==> config.mk <==
export PLATFORM = sky130hd
export DESIGN_NAME = vissue_ctrl_gen
export DESIGN_NICKNAME = d
export VERILOG_FILES = /design/src/hdl/rvv_isa_pkg.sv /design/src/hdl/rvv_ctrl_pkg.sv /design/src/hdl/vissue_ctrl_gen.sv
export VERILOG_INCLUDE_DIRS = /design/src /design/src/hdl
export SDC_FILE = /design/constraint.sdc
export NUM_CORES = 1
export LEC_CHECK = 0
export ABC_AREA = 1
export ABC_CLOCK_PERIOD_IN_PS = 1050
export BUFFER_PORTS_ARGS = -buffer_cell sky130_fd_sc_hd__buf_4
export CORE_AREA = 2 2 39 41
export DETAILED_ROUTE_END_ITERATION = 7
export DIE_AREA = 0 0 41 43
export PLACE_DENSITY = 0.6
export REMOVE_ABC_BUFFERS = 1
export SYNTH_ARGS = -nofsm -noshare
export SYNTH_HDL_FRONTEND = slang
export SYNTH_SLANG_ARGS = --single-unit
==> constraint.sdc <==
create_clock -name vclk -period 1.05
set_input_delay 0.21 -clock vclk [all_inputs]
set_output_delay 0.21 -clock vclk [all_outputs]
set_load 0.05 [all_outputs]
==> src/hdl/rvv_macros.svh <==
/* width macros for the vector decode packages and RTL
   RVV_FU_NUM must equal the number of fu_type_t members */
`ifndef RVV_MACROS_SVH
`define RVV_MACROS_SVH

// instruction and field widths
`define RVV_INSTR_W   32
`define RVV_REG_W     5
`define RVV_FUNCT6_W  6
`define RVV_FUNCT3_W  3

// mask logical op encoding
`define RVV_MASK_OP_W 2

// one enable bit per functional unit
`define RVV_FU_NUM    7

`endif

==> src/hdl/rvv_isa_pkg.sv <==
/* RVV 1.0 encodings for the supported integer subset only
   funct3 codes for the FP categories are left out on purpose */
`include "rvv_macros.svh"

package rvv_isa_pkg;

  // major opcodes
  typedef enum logic [6:0] {
    LOAD_FP  = 7'b0000111,
    STORE_FP = 7'b0100111,
    VECTOR   = 7'b1010111
  } opcode_t;

  typedef enum logic [`RVV_FUNCT3_W-1:0] {
    OPIVV = 3'b000,
    OPMVV = 3'b010,
    OPIVI = 3'b011,
    OPIVX = 3'b100,
    OPMVX = 3'b110,
    OPCFG = 3'b111
  } vfunct3_t;

  // integer ops in the OPI space
  typedef enum logic [`RVV_FUNCT6_W-1:0] {
    VADD   = 6'b000000,
    VSUB   = 6'b000010,
    VRSUB  = 6'b000011,
    VMINU  = 6'b000100,
    VMIN   = 6'b000101,
    VMAXU  = 6'b000110,
    VMAX   = 6'b000111,
    VAND   = 6'b001001,
    VOR    = 6'b001010,
    VXOR   = 6'b001011,
    VMSEQ  = 6'b011000,
    VMSNE  = 6'b011001,
    VMSLTU = 6'b011010,
    VMSLT  = 6'b011011,
    VMSLEU = 6'b011100,
    VMSLE  = 6'b011101,
    VMSGTU = 6'b011110,
    VMSGT  = 6'b011111,
    VSLL   = 6'b100101,
    VSRL   = 6'b101000,
    VSRA   = 6'b101001
  } vopi_t;

  // reductions, mask logicals, multiply and divide in the OPM space
  typedef enum logic [`RVV_FUNCT6_W-1:0] {
    VREDSUM  = 6'b000000,
    VREDAND  = 6'b000001,
    VREDOR   = 6'b000010,
    VREDXOR  = 6'b000011,
    VREDMINU = 6'b000100,
    VREDMIN  = 6'b000101,
    VREDMAXU = 6'b000110,
    VREDMAX  = 6'b000111,
    VMANDN   = 6'b011000,
    VMAND    = 6'b011001,
    VMOR     = 6'b011010,
    VMXOR    = 6'b011011,
    VMORN    = 6'b011100,
    VMNAND   = 6'b011101,
    VMNOR    = 6'b011110,
    VMXNOR   = 6'b011111,
    VDIVU    = 6'b100000,
    VDIV     = 6'b100001,
    VREMU    = 6'b100010,
    VREM     = 6'b100011,
    VMULHU   = 6'b100100,
    VMUL     = 6'b100101,
    VMULHSU  = 6'b100110,
    VMULH    = 6'b100111
  } vopm_t;

  // memory element width, funct3 of a vector load or store
  typedef enum logic [2:0] {
    WIDTH8  = 3'b000,
    WIDTH16 = 3'b101,
    WIDTH32 = 3'b110
  } width_t;

  typedef enum logic [1:0] {
    MOP_UNIT    = 2'b00,
    MOP_STRIDED = 2'b10
  } mop_t;

  typedef enum logic [1:0] {
    NOT_CFG,
    VSETVLI,
    VSETIVLI,
    VSETVL
  } cfgsel_t;

endpackage

==> src/hdl/rvv_ctrl_pkg.sv <==
/* decoded control types for the execution stage
   OP_BAD and ARITH must stay at encoding zero, the reset value of the control bundle */
`include "rvv_macros.svh"

package rvv_ctrl_pkg;

  typedef enum logic [5:0] {
    OP_BAD = 6'd0,
    OP_VADD, OP_VSUB, OP_VRSUB,
    OP_VMINU, OP_VMIN, OP_VMAXU, OP_VMAX,
    OP_VAND, OP_VOR, OP_VXOR,
    OP_VMSEQ, OP_VMSNE, OP_VMSLTU, OP_VMSLT,
    OP_VMSLEU, OP_VMSLE, OP_VMSGTU, OP_VMSGT,
    OP_VSLL, OP_VSRL, OP_VSRA,
    OP_VREDSUM, OP_VREDAND, OP_VREDOR, OP_VREDXOR,
    OP_VREDMINU, OP_VREDMIN, OP_VREDMAXU, OP_VREDMAX,
    OP_VMANDN, OP_VMAND, OP_VMOR, OP_VMXOR,
    OP_VMORN, OP_VMNAND, OP_VMNOR, OP_VMXNOR,
    OP_VMUL, OP_VMULH, OP_VMULHU, OP_VMULHSU,
    OP_VDIVU, OP_VDIV, OP_VREMU, OP_VREM
  } vop_t;

  // value doubles as the bit index into the unit enables
  typedef enum logic [2:0] {
    ARITH, RED, MUL, DIV, MASK, LOAD_UNIT, STORE_UNIT
  } fu_type_t;

  typedef enum logic [3:0] {
    VALU_SLL, VALU_SRL, VALU_SRA, VALU_ADD, VALU_SUB,
    VALU_AND, VALU_OR, VALU_XOR, VALU_COMP, VALU_MM
  } valu_op_t;

  typedef enum logic [2:0] {
    VSEQ, VSNE, VSLTU, VSLT, VSLEU, VSLE, VSGTU, VSGT
  } comp_t;

  typedef enum logic [1:0] {MIN, MINU, MAX, MAXU} minmax_t;

  typedef enum logic [1:0] {UNSIGNED, SIGNED, SIGNED_UNSIGNED} sign_t;

  typedef enum logic [`RVV_MASK_OP_W-1:0] {
    VMASK_NONE, VMASK_AND, VMASK_OR, VMASK_XOR
  } vmask_op_t;

  // vector register, scalar register or immediate
  typedef enum logic [1:0] {V, X, I} src_type_t;

  typedef struct packed {
    logic [`RVV_REG_W-1:0] vd;
    logic [`RVV_REG_W-1:0] vs1;
    logic [`RVV_REG_W-1:0] vs2;
    logic                  vm;
    logic [`RVV_REG_W-1:0] imm_5;
    logic [2:0]            nf;
    rvv_isa_pkg::mop_t     mop;
    rvv_isa_pkg::width_t   mem_width;
  } vinstr_fields_t;

  typedef struct packed {
    rvv_isa_pkg::opcode_t  opcode;
    rvv_isa_pkg::vfunct3_t vfunct3;
    logic                  is_vopi;
    logic                  is_vopm;
    logic                  is_load;
    logic                  is_store;
    rvv_isa_pkg::cfgsel_t  cfgsel;
  } vinstr_class_t;

  typedef struct packed {
    fu_type_t               fu_type;
    logic [`RVV_FU_NUM-1:0] fu_ena;
    valu_op_t               aluop;
    comp_t                  comp_type;
    minmax_t                minmax_type;
    sign_t                  is_signed;
    vmask_op_t              mask_type;
    logic                   out_inv;
    logic                   in_inv;
    logic                   single_bit_op;
    logic                   high_low;
    logic                   div_rem;
  } vexec_ctrl_t;

  typedef struct packed {
    logic       illegal_insn;
    logic       de_en;
    logic [1:0] wen;
    logic       dren;
    logic       dwen;
    src_type_t  rs1_type;
    src_type_t  rs2_type;
    logic       imm_op;
    logic       sign_extend;
    logic       stride;
  } vissue_ctrl_t;

  typedef struct packed {
    vinstr_fields_t fields;
    vop_t           vop;
    vexec_ctrl_t    exec;
    vissue_ctrl_t   issue;
  } vdecode_out_t;

endpackage

==> src/hdl/vissue_ctrl_gen.sv <==
/* issue-side controls: legality, enables and operand sources
   any opcode other than VECTOR, loads and stores included, raises illegal_insn */
`timescale 1ns/1ps

module vissue_ctrl_gen (
  input  rvv_ctrl_pkg::vinstr_class_t cls,
  input  rvv_isa_pkg::mop_t           mop,
  input  rvv_ctrl_pkg::vop_t          vop,
  output rvv_ctrl_pkg::vissue_ctrl_t  issue
);
  import rvv_isa_pkg::*;
  import rvv_ctrl_pkg::*;

  logic is_vec;
  logic is_cfg;
  logic is_arith;
  logic is_mem;
  logic scalar_rs1;

  assign is_vec   = (cls.opcode == VECTOR);
  assign is_cfg   = (cls.cfgsel != NOT_CFG);
  assign is_arith = cls.is_vopi || cls.is_vopm;
  assign is_mem   = cls.is_load || cls.is_store;

  // vsetivli takes its avl from the immediate, so it stays out of this list
  assign scalar_rs1 = is_mem || (is_vec && (cls.vfunct3 inside {OPIVX, OPMVX})) ||
                      (cls.cfgsel == VSETVLI) || (cls.cfgsel == VSETVL);

  always_comb begin
    issue.illegal_insn = !is_vec || !(is_arith || is_cfg) || (is_arith && (vop == OP_BAD));
    issue.de_en        = is_vec && !issue.illegal_insn && !is_cfg;
    issue.wen          = (cls.is_load || is_arith) ? 2'b11 : 2'b00;
    issue.dren         = cls.is_load;
    issue.dwen         = cls.is_store;
    issue.imm_op       = is_vec && (cls.vfunct3 inside {OPIVI, OPCFG});
    issue.rs1_type     = scalar_rs1 ? X : (issue.imm_op ? I : V);
    issue.stride       = is_mem && (mop == MOP_STRIDED);
    issue.rs2_type     = issue.stride ? X : V;
    // shift amounts and the vsetivli avl are unsigned immediates
    issue.sign_extend  = !((vop inside {OP_VSLL, OP_VSRL, OP_VSRA}) ||
                           (cls.cfgsel == VSETIVLI));
  end

endmodule

==> flow_metrics.env <==
export IMPL_status="finished with violations"
export IMPL_violations="setup timing"
export IMPL_core_region_area_mm2=0.00138
export IMPL_port_buffers=36
export IMPL_ant_nets=0
export IMPL_grt_pass1_wl_mm=1.50
export IMPL_cts_hold_buf=0
export IMPL_slowest_delay_ns=0.15
export IMPL_grt_pass1_vias=392
export IMPL_drcViolationCount=0
export IMPL_intPower_mw=0.130
export IMPL_rsz0062_at_grt="yes"
export IMPL_routed_wl_um=928
export IMPL_required_ns=0.84
export IMPL_path_delay_family="simple AND/OR/NAND/NOR gates"
export IMPL_crit_type="in2out"
export IMPL_cp_num_buf_inv=3
export IMPL_layout_setup_ws_ns=-0.0631
export IMPL_setup_viol=6
export IMPL_die_area_mm2=0.00176
export IMPL_maxCapViolCount=0
export IMPL_fmax_mhz=898
export IMPL_vias_per_cell=4.17
export IMPL_drtPass1Iterations=4
export IMPL_finalHoldViolations=0
export IMPL_initial_core_util_pct=19.4
export IMPL_track_usage_pct=11.3
export IMPL_stdcell_area_um2=701
export IMPL_critPathArrivalTime_ns=0.90
export IMPL_overflow=0
export IMPL_ir_worst_vdd_mv=0.198
export IMPL_netlist_instances=49
export IMPL_p_sw_share_pct=52.6
export IMPL_avgRoutedWirePerCell_um=9.47
export IMPL_die_x_um=41
export IMPL_hpwlAfterDp_um=729
export IMPL_drive_above_1_share_pct=79.3
export IMPL_holdPathStages=3
export IMPL_drt_iter0_markers=1
export IMPL_place_congestion=0.714
export IMPL_antennaDiodeCount=0
export IMPL_p_per_area_mw_per_mm2=393
export IMPL_leakage_nw=0.345
export IMPL_regArea_um2=0
export IMPL_grt_max_degree=5
export IMPL_fp_row_count=14
export IMPL_area_delta_synth_final_pct=160
export IMPL_total_power_mw=0.275
export IMPL_nFlopsAndLatches=0
export IMPL_syn_area_um2=269
export IMPL_vias=409
export IMPL_period_minus_slack_ns=1.11
export IMPL_slowest_stage="buf_8"
export IMPL_syn_area_per_cell_um2=5.49
export IMPL_cp_depth=7
export IMPL_clock_buffers=0
export IMPL_chipHeight_um=43
export IMPL_worstPathMaxFanout=2
export IMPL_yosys_warnings=0
export IMPL_maxSlewViolCount=0
export IMPL_ys_seq_area_share_pct=0
export IMPL_startpoint_type="input pin"
export IMPL_combPwrFrac_pct=100.0
export IMPL_period_share_pct=106
export IMPL_antenna_found_initial=0
export IMPL_dpl_instance_area_um2=529
export IMPL_p_clk_share_pct=0
export IMPL_seq_power_share_pct=0
export IMPL_io_pins=37
export IMPL_nets=108
export IMPL_p_switching_mw=0.145
export IMPL_end_kind="output pin"
export IMPL_fin_setup_tns_ns=-0.197
export IMPL_yosysUniqueCellTypes=19
export IMPL_hp_class="in2out"
export IMPL_path_cells="buf_8 > inv_2 > nand2_2 > nor2_4 > nand4_4 > nor2_4 > buf_8"
-- power by group through the flow --
| stage | Clock (mW) | Sequential [mW] | Combinational, mW |
|---|---|---|---|
| 5_1_grt | 0 | 0 | 0.293 |
| 3_3_place_gp | 0 | 0 | 0.221 |
| 3_5_place_dp | 0 | 0 | 0.222 |
| 4_1_cts | 0 | 0 | 0.248 |
| 6_report | 0 | 0 | 0.275 |
| 2_1_floorplan | 0 | 0 | 0.0906 |
-- cell usage after synthesis --
cell type  number  area share, %
o21a_1          1            2.8
nand3_2         1            3.7
buf_4           6             17
nand2_2         3            7.0
or2_1           1            2.3
inv_1           6            8.4
nor2_2          3            7.0
nand4_1         2            4.7
nand3_1         3            5.6
nand4_2         1            4.7
a31oi_1         1            2.3
nand2_1         4            5.6
nor3_2          1            3.7
o21ai_1         1            1.9
conb_1          1            1.4
nor2_1          9             13
clkinv_1        1            1.4
inv_2           3            4.2
nor2_4          1            4.2
-- cells in the final DEF (no fill, tap or decap), types with 3 or more instances in the layout --
| cell | n |
|---|---|
| nand2_1 | 3 |
| nor2_2 | 5 |
| inv_2 | 4 |
| nor2_1 | 3 |
| nor2_4 | 5 |
| buf_4 | 24 |
| buf_6 | 8 |
| buf_8 | 7 |
| inv_1 | 5 |
-- timing repair --
item / CTS / global route
setup endpoints to repair: 8 / 10
gates resized for setup: 20 / 23
buffers inserted: 1 / 0
pin swaps: 7 / 8
cloned: 0 / 0
-- final cells by class --
class / instances / area [um2]
multi-input cells: 33 / 267
repair buffers: 39 / 375
inverters: 10 / 38.8
well taps: 16 / 20.0
fillers: 147 / 683
-- per-stage QoR --
stage / setup slack, ns / util (%) / cells / hold WS [ns]
6_report: -0.0631 / 50.6 / 98 / 0.690
4_1_cts: -0.0602 / 44.2 / 98 / 0.724
5_1_grt: -0.123 / 50.6 / 98 / 0.699
3_5_place_dp: -0.0958 / 38.2 / 97 / 0.724
2_1_floorplan: -0.680 / - / 43 / 0.420
3_3_place_gp: -0.0925 / 38.2 / 97 / 0.715
-- worst paths after layout --
path	startpoint	end	slack (ns)
worst max-delay path	cls[12]	issue[6]	-0.06
worst min-delay path	mop[0]	issue[3]	0.69
-- logic make-up after synthesis --
kind of cell	count (synthesis)	synth area share [%]
AND/OR/NAND/NOR	29	60.9
buffers and inverters	16	30.7
AO/OA/AOI/OAI	3	6.98
other	1	1.39
-- metal layers --
metal	part of all wire, %	track usage [%]	vias up
met5	0	0	-
met4	0	0	0
met3	13	1.57	0
met2	52	19.1	25
met1	34	15.5	171
li1	-	-	213
Power figures use the tool's default switching activity.
