File: config.mk
export PLATFORM = sky130hd
export DESIGN_NAME = vop_decoder
export DESIGN_NICKNAME = d
export VERILOG_FILES = /design/src/hdl/rvv_isa_pkg.sv /design/src/hdl/rvv_ctrl_pkg.sv /design/src/hdl/vop_decoder.sv
export VERILOG_INCLUDE_DIRS = /design/src /design/src/hdl
export SDC_FILE = /design/constraint.sdc
export NUM_CORES = 1
export LEC_CHECK = 0
export ABC_AREA = 0
export BUFFER_PORTS_ARGS = -buffer_cell sky130_fd_sc_hd__buf_2
export CORE_UTILIZATION = 45
export DETAILED_ROUTE_END_ITERATION = 12
export GPL_ROUTABILITY_DRIVEN = 0
export GPL_TIMING_DRIVEN = 0
export PLACE_DENSITY_LB_ADDON = 0.1
export SLEW_MARGIN = 20
export SYNTH_ARGS = -nofsm -noshare
export SYNTH_HDL_FRONTEND = slang
export SYNTH_SLANG_ARGS = --single-unit
File: constraint.sdc
create_clock -name vclk -period 2.1
set_input_delay 0.525 -clock vclk [all_inputs]
set_output_delay 0.525 -clock vclk [all_outputs]
set_load 0.005 [all_outputs]
File: src/hdl/rvv_macros.svh
/* width macros for the vector decode packages and RTL
   RVV_FU_NUM must equal the number of fu_type_t members */
`ifndef RVV_MACROS_SVH
`define RVV_MACROS_SVH

// instruction and field widths
`define RVV_INSTR_W   32
`define RVV_REG_W     5
`define RVV_FUNCT6_W  6
`define RVV_FUNCT3_W  3

// mask logical op encoding
`define RVV_MASK_OP_W 2

// one enable bit per functional unit
`define RVV_FU_NUM    7

`endif

File: src/hdl/rvv_isa_pkg.sv
/* RVV 1.0 encodings for the supported integer subset only
   funct3 codes for the FP categories are left out on purpose */
`include "rvv_macros.svh"

package rvv_isa_pkg;

  // major opcodes
  typedef enum logic [6:0] {
    LOAD_FP  = 7'b0000111,
    STORE_FP = 7'b0100111,
    VECTOR   = 7'b1010111
  } opcode_t;

  typedef enum logic [`RVV_FUNCT3_W-1:0] {
    OPIVV = 3'b000,
    OPMVV = 3'b010,
    OPIVI = 3'b011,
    OPIVX = 3'b100,
    OPMVX = 3'b110,
    OPCFG = 3'b111
  } vfunct3_t;

  // integer ops in the OPI space
  typedef enum logic [`RVV_FUNCT6_W-1:0] {
    VADD   = 6'b000000,
    VSUB   = 6'b000010,
    VRSUB  = 6'b000011,
    VMINU  = 6'b000100,
    VMIN   = 6'b000101,
    VMAXU  = 6'b000110,
    VMAX   = 6'b000111,
    VAND   = 6'b001001,
    VOR    = 6'b001010,
    VXOR   = 6'b001011,
    VMSEQ  = 6'b011000,
    VMSNE  = 6'b011001,
    VMSLTU = 6'b011010,
    VMSLT  = 6'b011011,
    VMSLEU = 6'b011100,
    VMSLE  = 6'b011101,
    VMSGTU = 6'b011110,
    VMSGT  = 6'b011111,
    VSLL   = 6'b100101,
    VSRL   = 6'b101000,
    VSRA   = 6'b101001
  } vopi_t;

  // reductions, mask logicals, multiply and divide in the OPM space
  typedef enum logic [`RVV_FUNCT6_W-1:0] {
    VREDSUM  = 6'b000000,
    VREDAND  = 6'b000001,
    VREDOR   = 6'b000010,
    VREDXOR  = 6'b000011,
    VREDMINU = 6'b000100,
    VREDMIN  = 6'b000101,
    VREDMAXU = 6'b000110,
    VREDMAX  = 6'b000111,
    VMANDN   = 6'b011000,
    VMAND    = 6'b011001,
    VMOR     = 6'b011010,
    VMXOR    = 6'b011011,
    VMORN    = 6'b011100,
    VMNAND   = 6'b011101,
    VMNOR    = 6'b011110,
    VMXNOR   = 6'b011111,
    VDIVU    = 6'b100000,
    VDIV     = 6'b100001,
    VREMU    = 6'b100010,
    VREM     = 6'b100011,
    VMULHU   = 6'b100100,
    VMUL     = 6'b100101,
    VMULHSU  = 6'b100110,
    VMULH    = 6'b100111
  } vopm_t;

  // memory element width, funct3 of a vector load or store
  typedef enum logic [2:0] {
    WIDTH8  = 3'b000,
    WIDTH16 = 3'b101,
    WIDTH32 = 3'b110
  } width_t;

  typedef enum logic [1:0] {
    MOP_UNIT    = 2'b00,
    MOP_STRIDED = 2'b10
  } mop_t;

  typedef enum logic [1:0] {
    NOT_CFG,
    VSETVLI,
    VSETIVLI,
    VSETVL
  } cfgsel_t;

endpackage

File: src/hdl/rvv_ctrl_pkg.sv
/* decoded control types for the execution stage
   OP_BAD and ARITH must stay at encoding zero, the reset value of the control bundle */
`include "rvv_macros.svh"

package rvv_ctrl_pkg;

  typedef enum logic [5:0] {
    OP_BAD = 6'd0,
    OP_VADD, OP_VSUB, OP_VRSUB,
    OP_VMINU, OP_VMIN, OP_VMAXU, OP_VMAX,
    OP_VAND, OP_VOR, OP_VXOR,
    OP_VMSEQ, OP_VMSNE, OP_VMSLTU, OP_VMSLT,
    OP_VMSLEU, OP_VMSLE, OP_VMSGTU, OP_VMSGT,
    OP_VSLL, OP_VSRL, OP_VSRA,
    OP_VREDSUM, OP_VREDAND, OP_VREDOR, OP_VREDXOR,
    OP_VREDMINU, OP_VREDMIN, OP_VREDMAXU, OP_VREDMAX,
    OP_VMANDN, OP_VMAND, OP_VMOR, OP_VMXOR,
    OP_VMORN, OP_VMNAND, OP_VMNOR, OP_VMXNOR,
    OP_VMUL, OP_VMULH, OP_VMULHU, OP_VMULHSU,
    OP_VDIVU, OP_VDIV, OP_VREMU, OP_VREM
  } vop_t;

  // value doubles as the bit index into the unit enables
  typedef enum logic [2:0] {
    ARITH, RED, MUL, DIV, MASK, LOAD_UNIT, STORE_UNIT
  } fu_type_t;

  typedef enum logic [3:0] {
    VALU_SLL, VALU_SRL, VALU_SRA, VALU_ADD, VALU_SUB,
    VALU_AND, VALU_OR, VALU_XOR, VALU_COMP, VALU_MM
  } valu_op_t;

  typedef enum logic [2:0] {
    VSEQ, VSNE, VSLTU, VSLT, VSLEU, VSLE, VSGTU, VSGT
  } comp_t;

  typedef enum logic [1:0] {MIN, MINU, MAX, MAXU} minmax_t;

  typedef enum logic [1:0] {UNSIGNED, SIGNED, SIGNED_UNSIGNED} sign_t;

  typedef enum logic [`RVV_MASK_OP_W-1:0] {
    VMASK_NONE, VMASK_AND, VMASK_OR, VMASK_XOR
  } vmask_op_t;

  // vector register, scalar register or immediate
  typedef enum logic [1:0] {V, X, I} src_type_t;

  typedef struct packed {
    logic [`RVV_REG_W-1:0] vd;
    logic [`RVV_REG_W-1:0] vs1;
    logic [`RVV_REG_W-1:0] vs2;
    logic                  vm;
    logic [`RVV_REG_W-1:0] imm_5;
    logic [2:0]            nf;
    rvv_isa_pkg::mop_t     mop;
    rvv_isa_pkg::width_t   mem_width;
  } vinstr_fields_t;

  typedef struct packed {
    rvv_isa_pkg::opcode_t  opcode;
    rvv_isa_pkg::vfunct3_t vfunct3;
    logic                  is_vopi;
    logic                  is_vopm;
    logic                  is_load;
    logic                  is_store;
    rvv_isa_pkg::cfgsel_t  cfgsel;
  } vinstr_class_t;

  typedef struct packed {
    fu_type_t               fu_type;
    logic [`RVV_FU_NUM-1:0] fu_ena;
    valu_op_t               aluop;
    comp_t                  comp_type;
    minmax_t                minmax_type;
    sign_t                  is_signed;
    vmask_op_t              mask_type;
    logic                   out_inv;
    logic                   in_inv;
    logic                   single_bit_op;
    logic                   high_low;
    logic                   div_rem;
  } vexec_ctrl_t;

  typedef struct packed {
    logic       illegal_insn;
    logic       de_en;
    logic [1:0] wen;
    logic       dren;
    logic       dwen;
    src_type_t  rs1_type;
    src_type_t  rs2_type;
    logic       imm_op;
    logic       sign_extend;
    logic       stride;
  } vissue_ctrl_t;

  typedef struct packed {
    vinstr_fields_t fields;
    vop_t           vop;
    vexec_ctrl_t    exec;
    vissue_ctrl_t   issue;
  } vdecode_out_t;

endpackage

File: src/hdl/vop_decoder.sv
/* funct6 decode for the kept OPI and OPM integer ops
   forms that RVV 1.0 does not define for an op decode to OP_BAD */
`timescale 1ns/1ps
`include "rvv_macros.svh"

module vop_decoder (
  input  rvv_ctrl_pkg::vinstr_class_t cls,
  input  logic [`RVV_FUNCT6_W-1:0]    funct6,
  output rvv_ctrl_pkg::vop_t          vop
);
  import rvv_isa_pkg::*;
  import rvv_ctrl_pkg::*;

  vopi_t f6_opi;
  vopm_t f6_opm;
  logic  form_vvx;
  logic  form_vxi;
  logic  form_mvv;

  assign f6_opi = vopi_t'(funct6);
  assign f6_opm = vopm_t'(funct6);

  // permitted operand forms, only meaningful inside the matching space
  assign form_vvx = (cls.vfunct3 == OPIVV) || (cls.vfunct3 == OPIVX);
  assign form_vxi = (cls.vfunct3 == OPIVX) || (cls.vfunct3 == OPIVI);
  assign form_mvv = (cls.vfunct3 == OPMVV);

  always_comb begin
    vop = OP_BAD;
    if (cls.is_vopi) begin
      // is_vopi already limits funct3 to vv, vx and vi
      case (f6_opi)
        VADD:    vop = OP_VADD;
        VSUB:    vop = form_vvx ? OP_VSUB : OP_BAD;
        VRSUB:   vop = form_vxi ? OP_VRSUB : OP_BAD;
        VMINU:   vop = form_vvx ? OP_VMINU : OP_BAD;
        VMIN:    vop = form_vvx ? OP_VMIN : OP_BAD;
        VMAXU:   vop = form_vvx ? OP_VMAXU : OP_BAD;
        VMAX:    vop = form_vvx ? OP_VMAX : OP_BAD;
        VAND:    vop = OP_VAND;
        VOR:     vop = OP_VOR;
        VXOR:    vop = OP_VXOR;
        VMSEQ:   vop = OP_VMSEQ;
        VMSNE:   vop = OP_VMSNE;
        VMSLTU:  vop = form_vvx ? OP_VMSLTU : OP_BAD;
        VMSLT:   vop = form_vvx ? OP_VMSLT : OP_BAD;
        VMSLEU:  vop = OP_VMSLEU;
        VMSLE:   vop = OP_VMSLE;
        VMSGTU:  vop = form_vxi ? OP_VMSGTU : OP_BAD;
        VMSGT:   vop = form_vxi ? OP_VMSGT : OP_BAD;
        VSLL:    vop = OP_VSLL;
        VSRL:    vop = OP_VSRL;
        VSRA:    vop = OP_VSRA;
        default: vop = OP_BAD;
      endcase
    end else if (cls.is_vopm) begin
      // is_vopm leaves only mvv and mvx, so mul and div need no form check
      case (f6_opm)
        VREDSUM:  vop = form_mvv ? OP_VREDSUM : OP_BAD;
        VREDAND:  vop = form_mvv ? OP_VREDAND : OP_BAD;
        VREDOR:   vop = form_mvv ? OP_VREDOR : OP_BAD;
        VREDXOR:  vop = form_mvv ? OP_VREDXOR : OP_BAD;
        VREDMINU: vop = form_mvv ? OP_VREDMINU : OP_BAD;
        VREDMIN:  vop = form_mvv ? OP_VREDMIN : OP_BAD;
        VREDMAXU: vop = form_mvv ? OP_VREDMAXU : OP_BAD;
        VREDMAX:  vop = form_mvv ? OP_VREDMAX : OP_BAD;
        VMANDN:   vop = form_mvv ? OP_VMANDN : OP_BAD;
        VMAND:    vop = form_mvv ? OP_VMAND : OP_BAD;
        VMOR:     vop = form_mvv ? OP_VMOR : OP_BAD;
        VMXOR:    vop = form_mvv ? OP_VMXOR : OP_BAD;
        VMORN:    vop = form_mvv ? OP_VMORN : OP_BAD;
        VMNAND:   vop = form_mvv ? OP_VMNAND : OP_BAD;
        VMNOR:    vop = form_mvv ? OP_VMNOR : OP_BAD;
        VMXNOR:   vop = form_mvv ? OP_VMXNOR : OP_BAD;
        VDIVU:    vop = OP_VDIVU;
        VDIV:     vop = OP_VDIV;
        VREMU:    vop = OP_VREMU;
        VREM:     vop = OP_VREM;
        VMULHU:   vop = OP_VMULHU;
        VMUL:     vop = OP_VMUL;
        VMULHSU:  vop = OP_VMULHSU;
        VMULH:    vop = OP_VMULH;
        default:  vop = OP_BAD;
      endcase
    end
  end

endmodule

==> impl_metrics.json <==
{
  "hold_class": "in2out",
  "cp.required_ns": 1.57,
  "netlist_area_um2": 608,
  "coreArea_um2": 1190,
  "io_pins": 28,
  "yosysSeqAreaShare": 0,
  "tightest_slew_ns": 0.508,
  "placed_area_um2": 723,
  "slew_headroom": 0.656,
  "multi_input_area_um2": 653,
  "crit_chain": "buf_2 -> buf_8 -> and4bb_2 -> a32oi_1 -> nand2_1 -> a211o_1 -> o2bb2ai_2 -> buf_2",
  "startpoint": "funct6[2]",
  "grt_max_degree": 11,
  "dieArea_um2": 1500,
  "wire_per_inst_um": 17.3,
  "via_per_inst": 7.06,
  "finalHoldViolCount": 0,
  "dieHeight_um": 38.8,
  "rsz0062_at_grt": "true",
  "die_w_um": 38.8,
  "worstSetupEndpointType": "primary output",
  "via_count": 904,
  "antenna_found_initial": 0,
  "syn_inst": 92,
  "drt_iter0_drc": 35,
  "worst_path_largest_cell_delay_ns": 0.29,
  "p_total_mw": 0.156,
  "syn_avg_cell_area_um2": 6.61,
  "drt-pass1-iter-count": 4,
  "ys_types": 43,
  "seq_cell_count": 0,
  "critPathArrivalTime_ns": 1.91,
  "slowest_stage": "a211o_1",
  "layout-drive-gt1-share": 0.482,
  "seqCellArea_um2": 0,
  "grt-ovfl-total": 0,
  "final-setup-viol-count": 6,
  "diodes": 0,
  "status": "finished with violations",
  "start_util": 0.513,
  "fillers": 75,
  "ys_warn_count": 0,
  "crit_path_max_fanout": 7,
  "peakVddDrop_mv": 0.104,
  "fin_area_um2": 945,
  "ant_nets": 0,
  "nClkBuffers": 0,
  "cp-start-kind": "input port",
  "syn_to_final_growth_pct": 55.3,
  "drt_wl_total_um": 2220,
  "max_cap_viol_count": 0,
  "grt_pass1_vias": 694,
  "hold_slack_ns": 1.55,
  "max_freq_mhz": 411,
  "finalNonFillerCells": 128,
  "cp-endpoint": "vop[1]",
  "worst_slack_ns": -0.336,
  "grt.total_usage": 0.289,
  "period_needed_ns": 2.44,
  "dp_hpwl_um": 1350,
  "drc": 0,
  "rows": 12,
  "violations": "setup timing",
  "grt_pass1_wl_um": 3150,
  "synth_nets": 114,
  "worst_path_most_repeated_cell": "buf_2",
  "final_max_slew_viol_count": 0,
  "port_buffers": 15,
  "fin_nets": 138,
  "leakage_nw": 0.382,
  "crit_type": "in2out",
  "period_share": 1.16,
  "pre_cts_slack_ns": -0.441,
  "dpl.cell_count": 121,
  "final_core_util": 0.796,
  "setup_tns_ns": -1.67,
  "power_density_nw_per_um2": 166
}
worst max-delay path: cells and delay by family:
kind	cells	cell delay [ns]
buf+inv	3	0.41
compound gates	3	0.63
simple gates	2	0.34
power breakdown:
part | leakage [nW] | switching [mW] | internal, mW
Sequential | 0 | 0 | 0
Combinational | 0.382 | 0.0820 | 0.0745
Clock | 0 | 0 | 0
Total | 0.382 | 0.0820 | 0.0745
logic make-up after synthesis:
family                 count (synthesis)  synth area share
AOI/OAI and AO/OA                     38             0.449
buffers and inverters                 10            0.0946
and+or+nand+nor                       44             0.457
placed cells by master, fill, tap and decap left out, types with 2 or more instances in the layout:
| cell type | Yosys | layout |
|---|---|---|
| nor3b_1 | 2 | 2 |
| o21ai_1 | 3 | 3 |
| buf_6 | 1 | 7 |
| nand2_1 | 6 | 6 |
| a21oi_1 | 6 | 4 |
| o21ai_2 | 1 | 2 |
| buf_2 | 4 | 12 |
| nand4_1 | 2 | 2 |
| a21oi_2 | 1 | 2 |
| nor2_4 | 0 | 2 |
| and3b_1 | 2 | 2 |
| o21ai_0 | 6 | 5 |
| buf_4 | 2 | 7 |
| o22a_1 | 3 | 3 |
| nor4b_1 | 3 | 2 |
| and3_1 | 3 | 3 |
| o2bb2ai_2 | 0 | 2 |
| nor2_2 | 0 | 3 |
| a21o_1 | 2 | 2 |
| or4b_4 | 1 | 2 |
| buf_12 | 0 | 3 |
| nand3b_1 | 3 | 3 |
| nand3_1 | 3 | 2 |
| a31oi_1 | 2 | 2 |
| nor2_1 | 10 | 5 |
worst min path at each step:
stage | startpoint | to | slack (ns) | cells past startpoint
6_report | funct6[3] | vop[5] | 1.55 | 5
2_1_floorplan | cls[4] | vop[5] | 1.31 | 2
4_1_cts | cls[4] | vop[5] | 1.53 | 5
3_3_place_gp | cls[4] | vop[5] | 1.55 | 4
3_5_place_dp | cls[5] | vop[5] | 1.56 | 4
5_1_grt | cls[4] | vop[5] | 1.57 | 5
synthesized netlist by cell type (2+ instances only):
cell type | instances | area share
nor2_1 | 10 | 0.062
a21oi_1 | 6 | 0.049
nand2_1 | 6 | 0.037
o21ai_0 | 6 | 0.049
buf_2 | 4 | 0.033
and3_1 | 3 | 0.031
nand3_1 | 3 | 0.025
nand3b_1 | 3 | 0.037
nor4b_1 | 3 | 0.043
o21ai_1 | 3 | 0.025
o22a_1 | 3 | 0.043
o2bb2ai_1 | 3 | 0.043
a211oi_1 | 2 | 0.025
a21o_1 | 2 | 0.025
a31oi_1 | 2 | 0.021
and3b_1 | 2 | 0.029
buf_4 | 2 | 0.025
clkbuf_1 | 2 | 0.012
nand4_1 | 2 | 0.021
nor3b_1 | 2 | 0.025
metal layers:
layer	part of all wire	vias to the layer above	global-route usage
met2	0.50	39	0.467
li1	-	414	-
met3	0.052	2	0.00578
met1	0.44	449	0.429
met4	0.0099	0	0.0345
met5	0	-	0
area by class of cell:
class,count,area share
timing repair buffer,23,0.203
tap,14,0.0185
buffer,8,0.0834
inverter,1,0.00397
multi-input combinational,82,0.691
timing repair:
item,in CTS,in global routing
setup endpoints to repair,6,6
gates resized for setup,24,19
pin swaps,10,8
buffers inserted,3,5
hold buffers,0,0
Note: power is estimated with default switching activity, not from simulation.
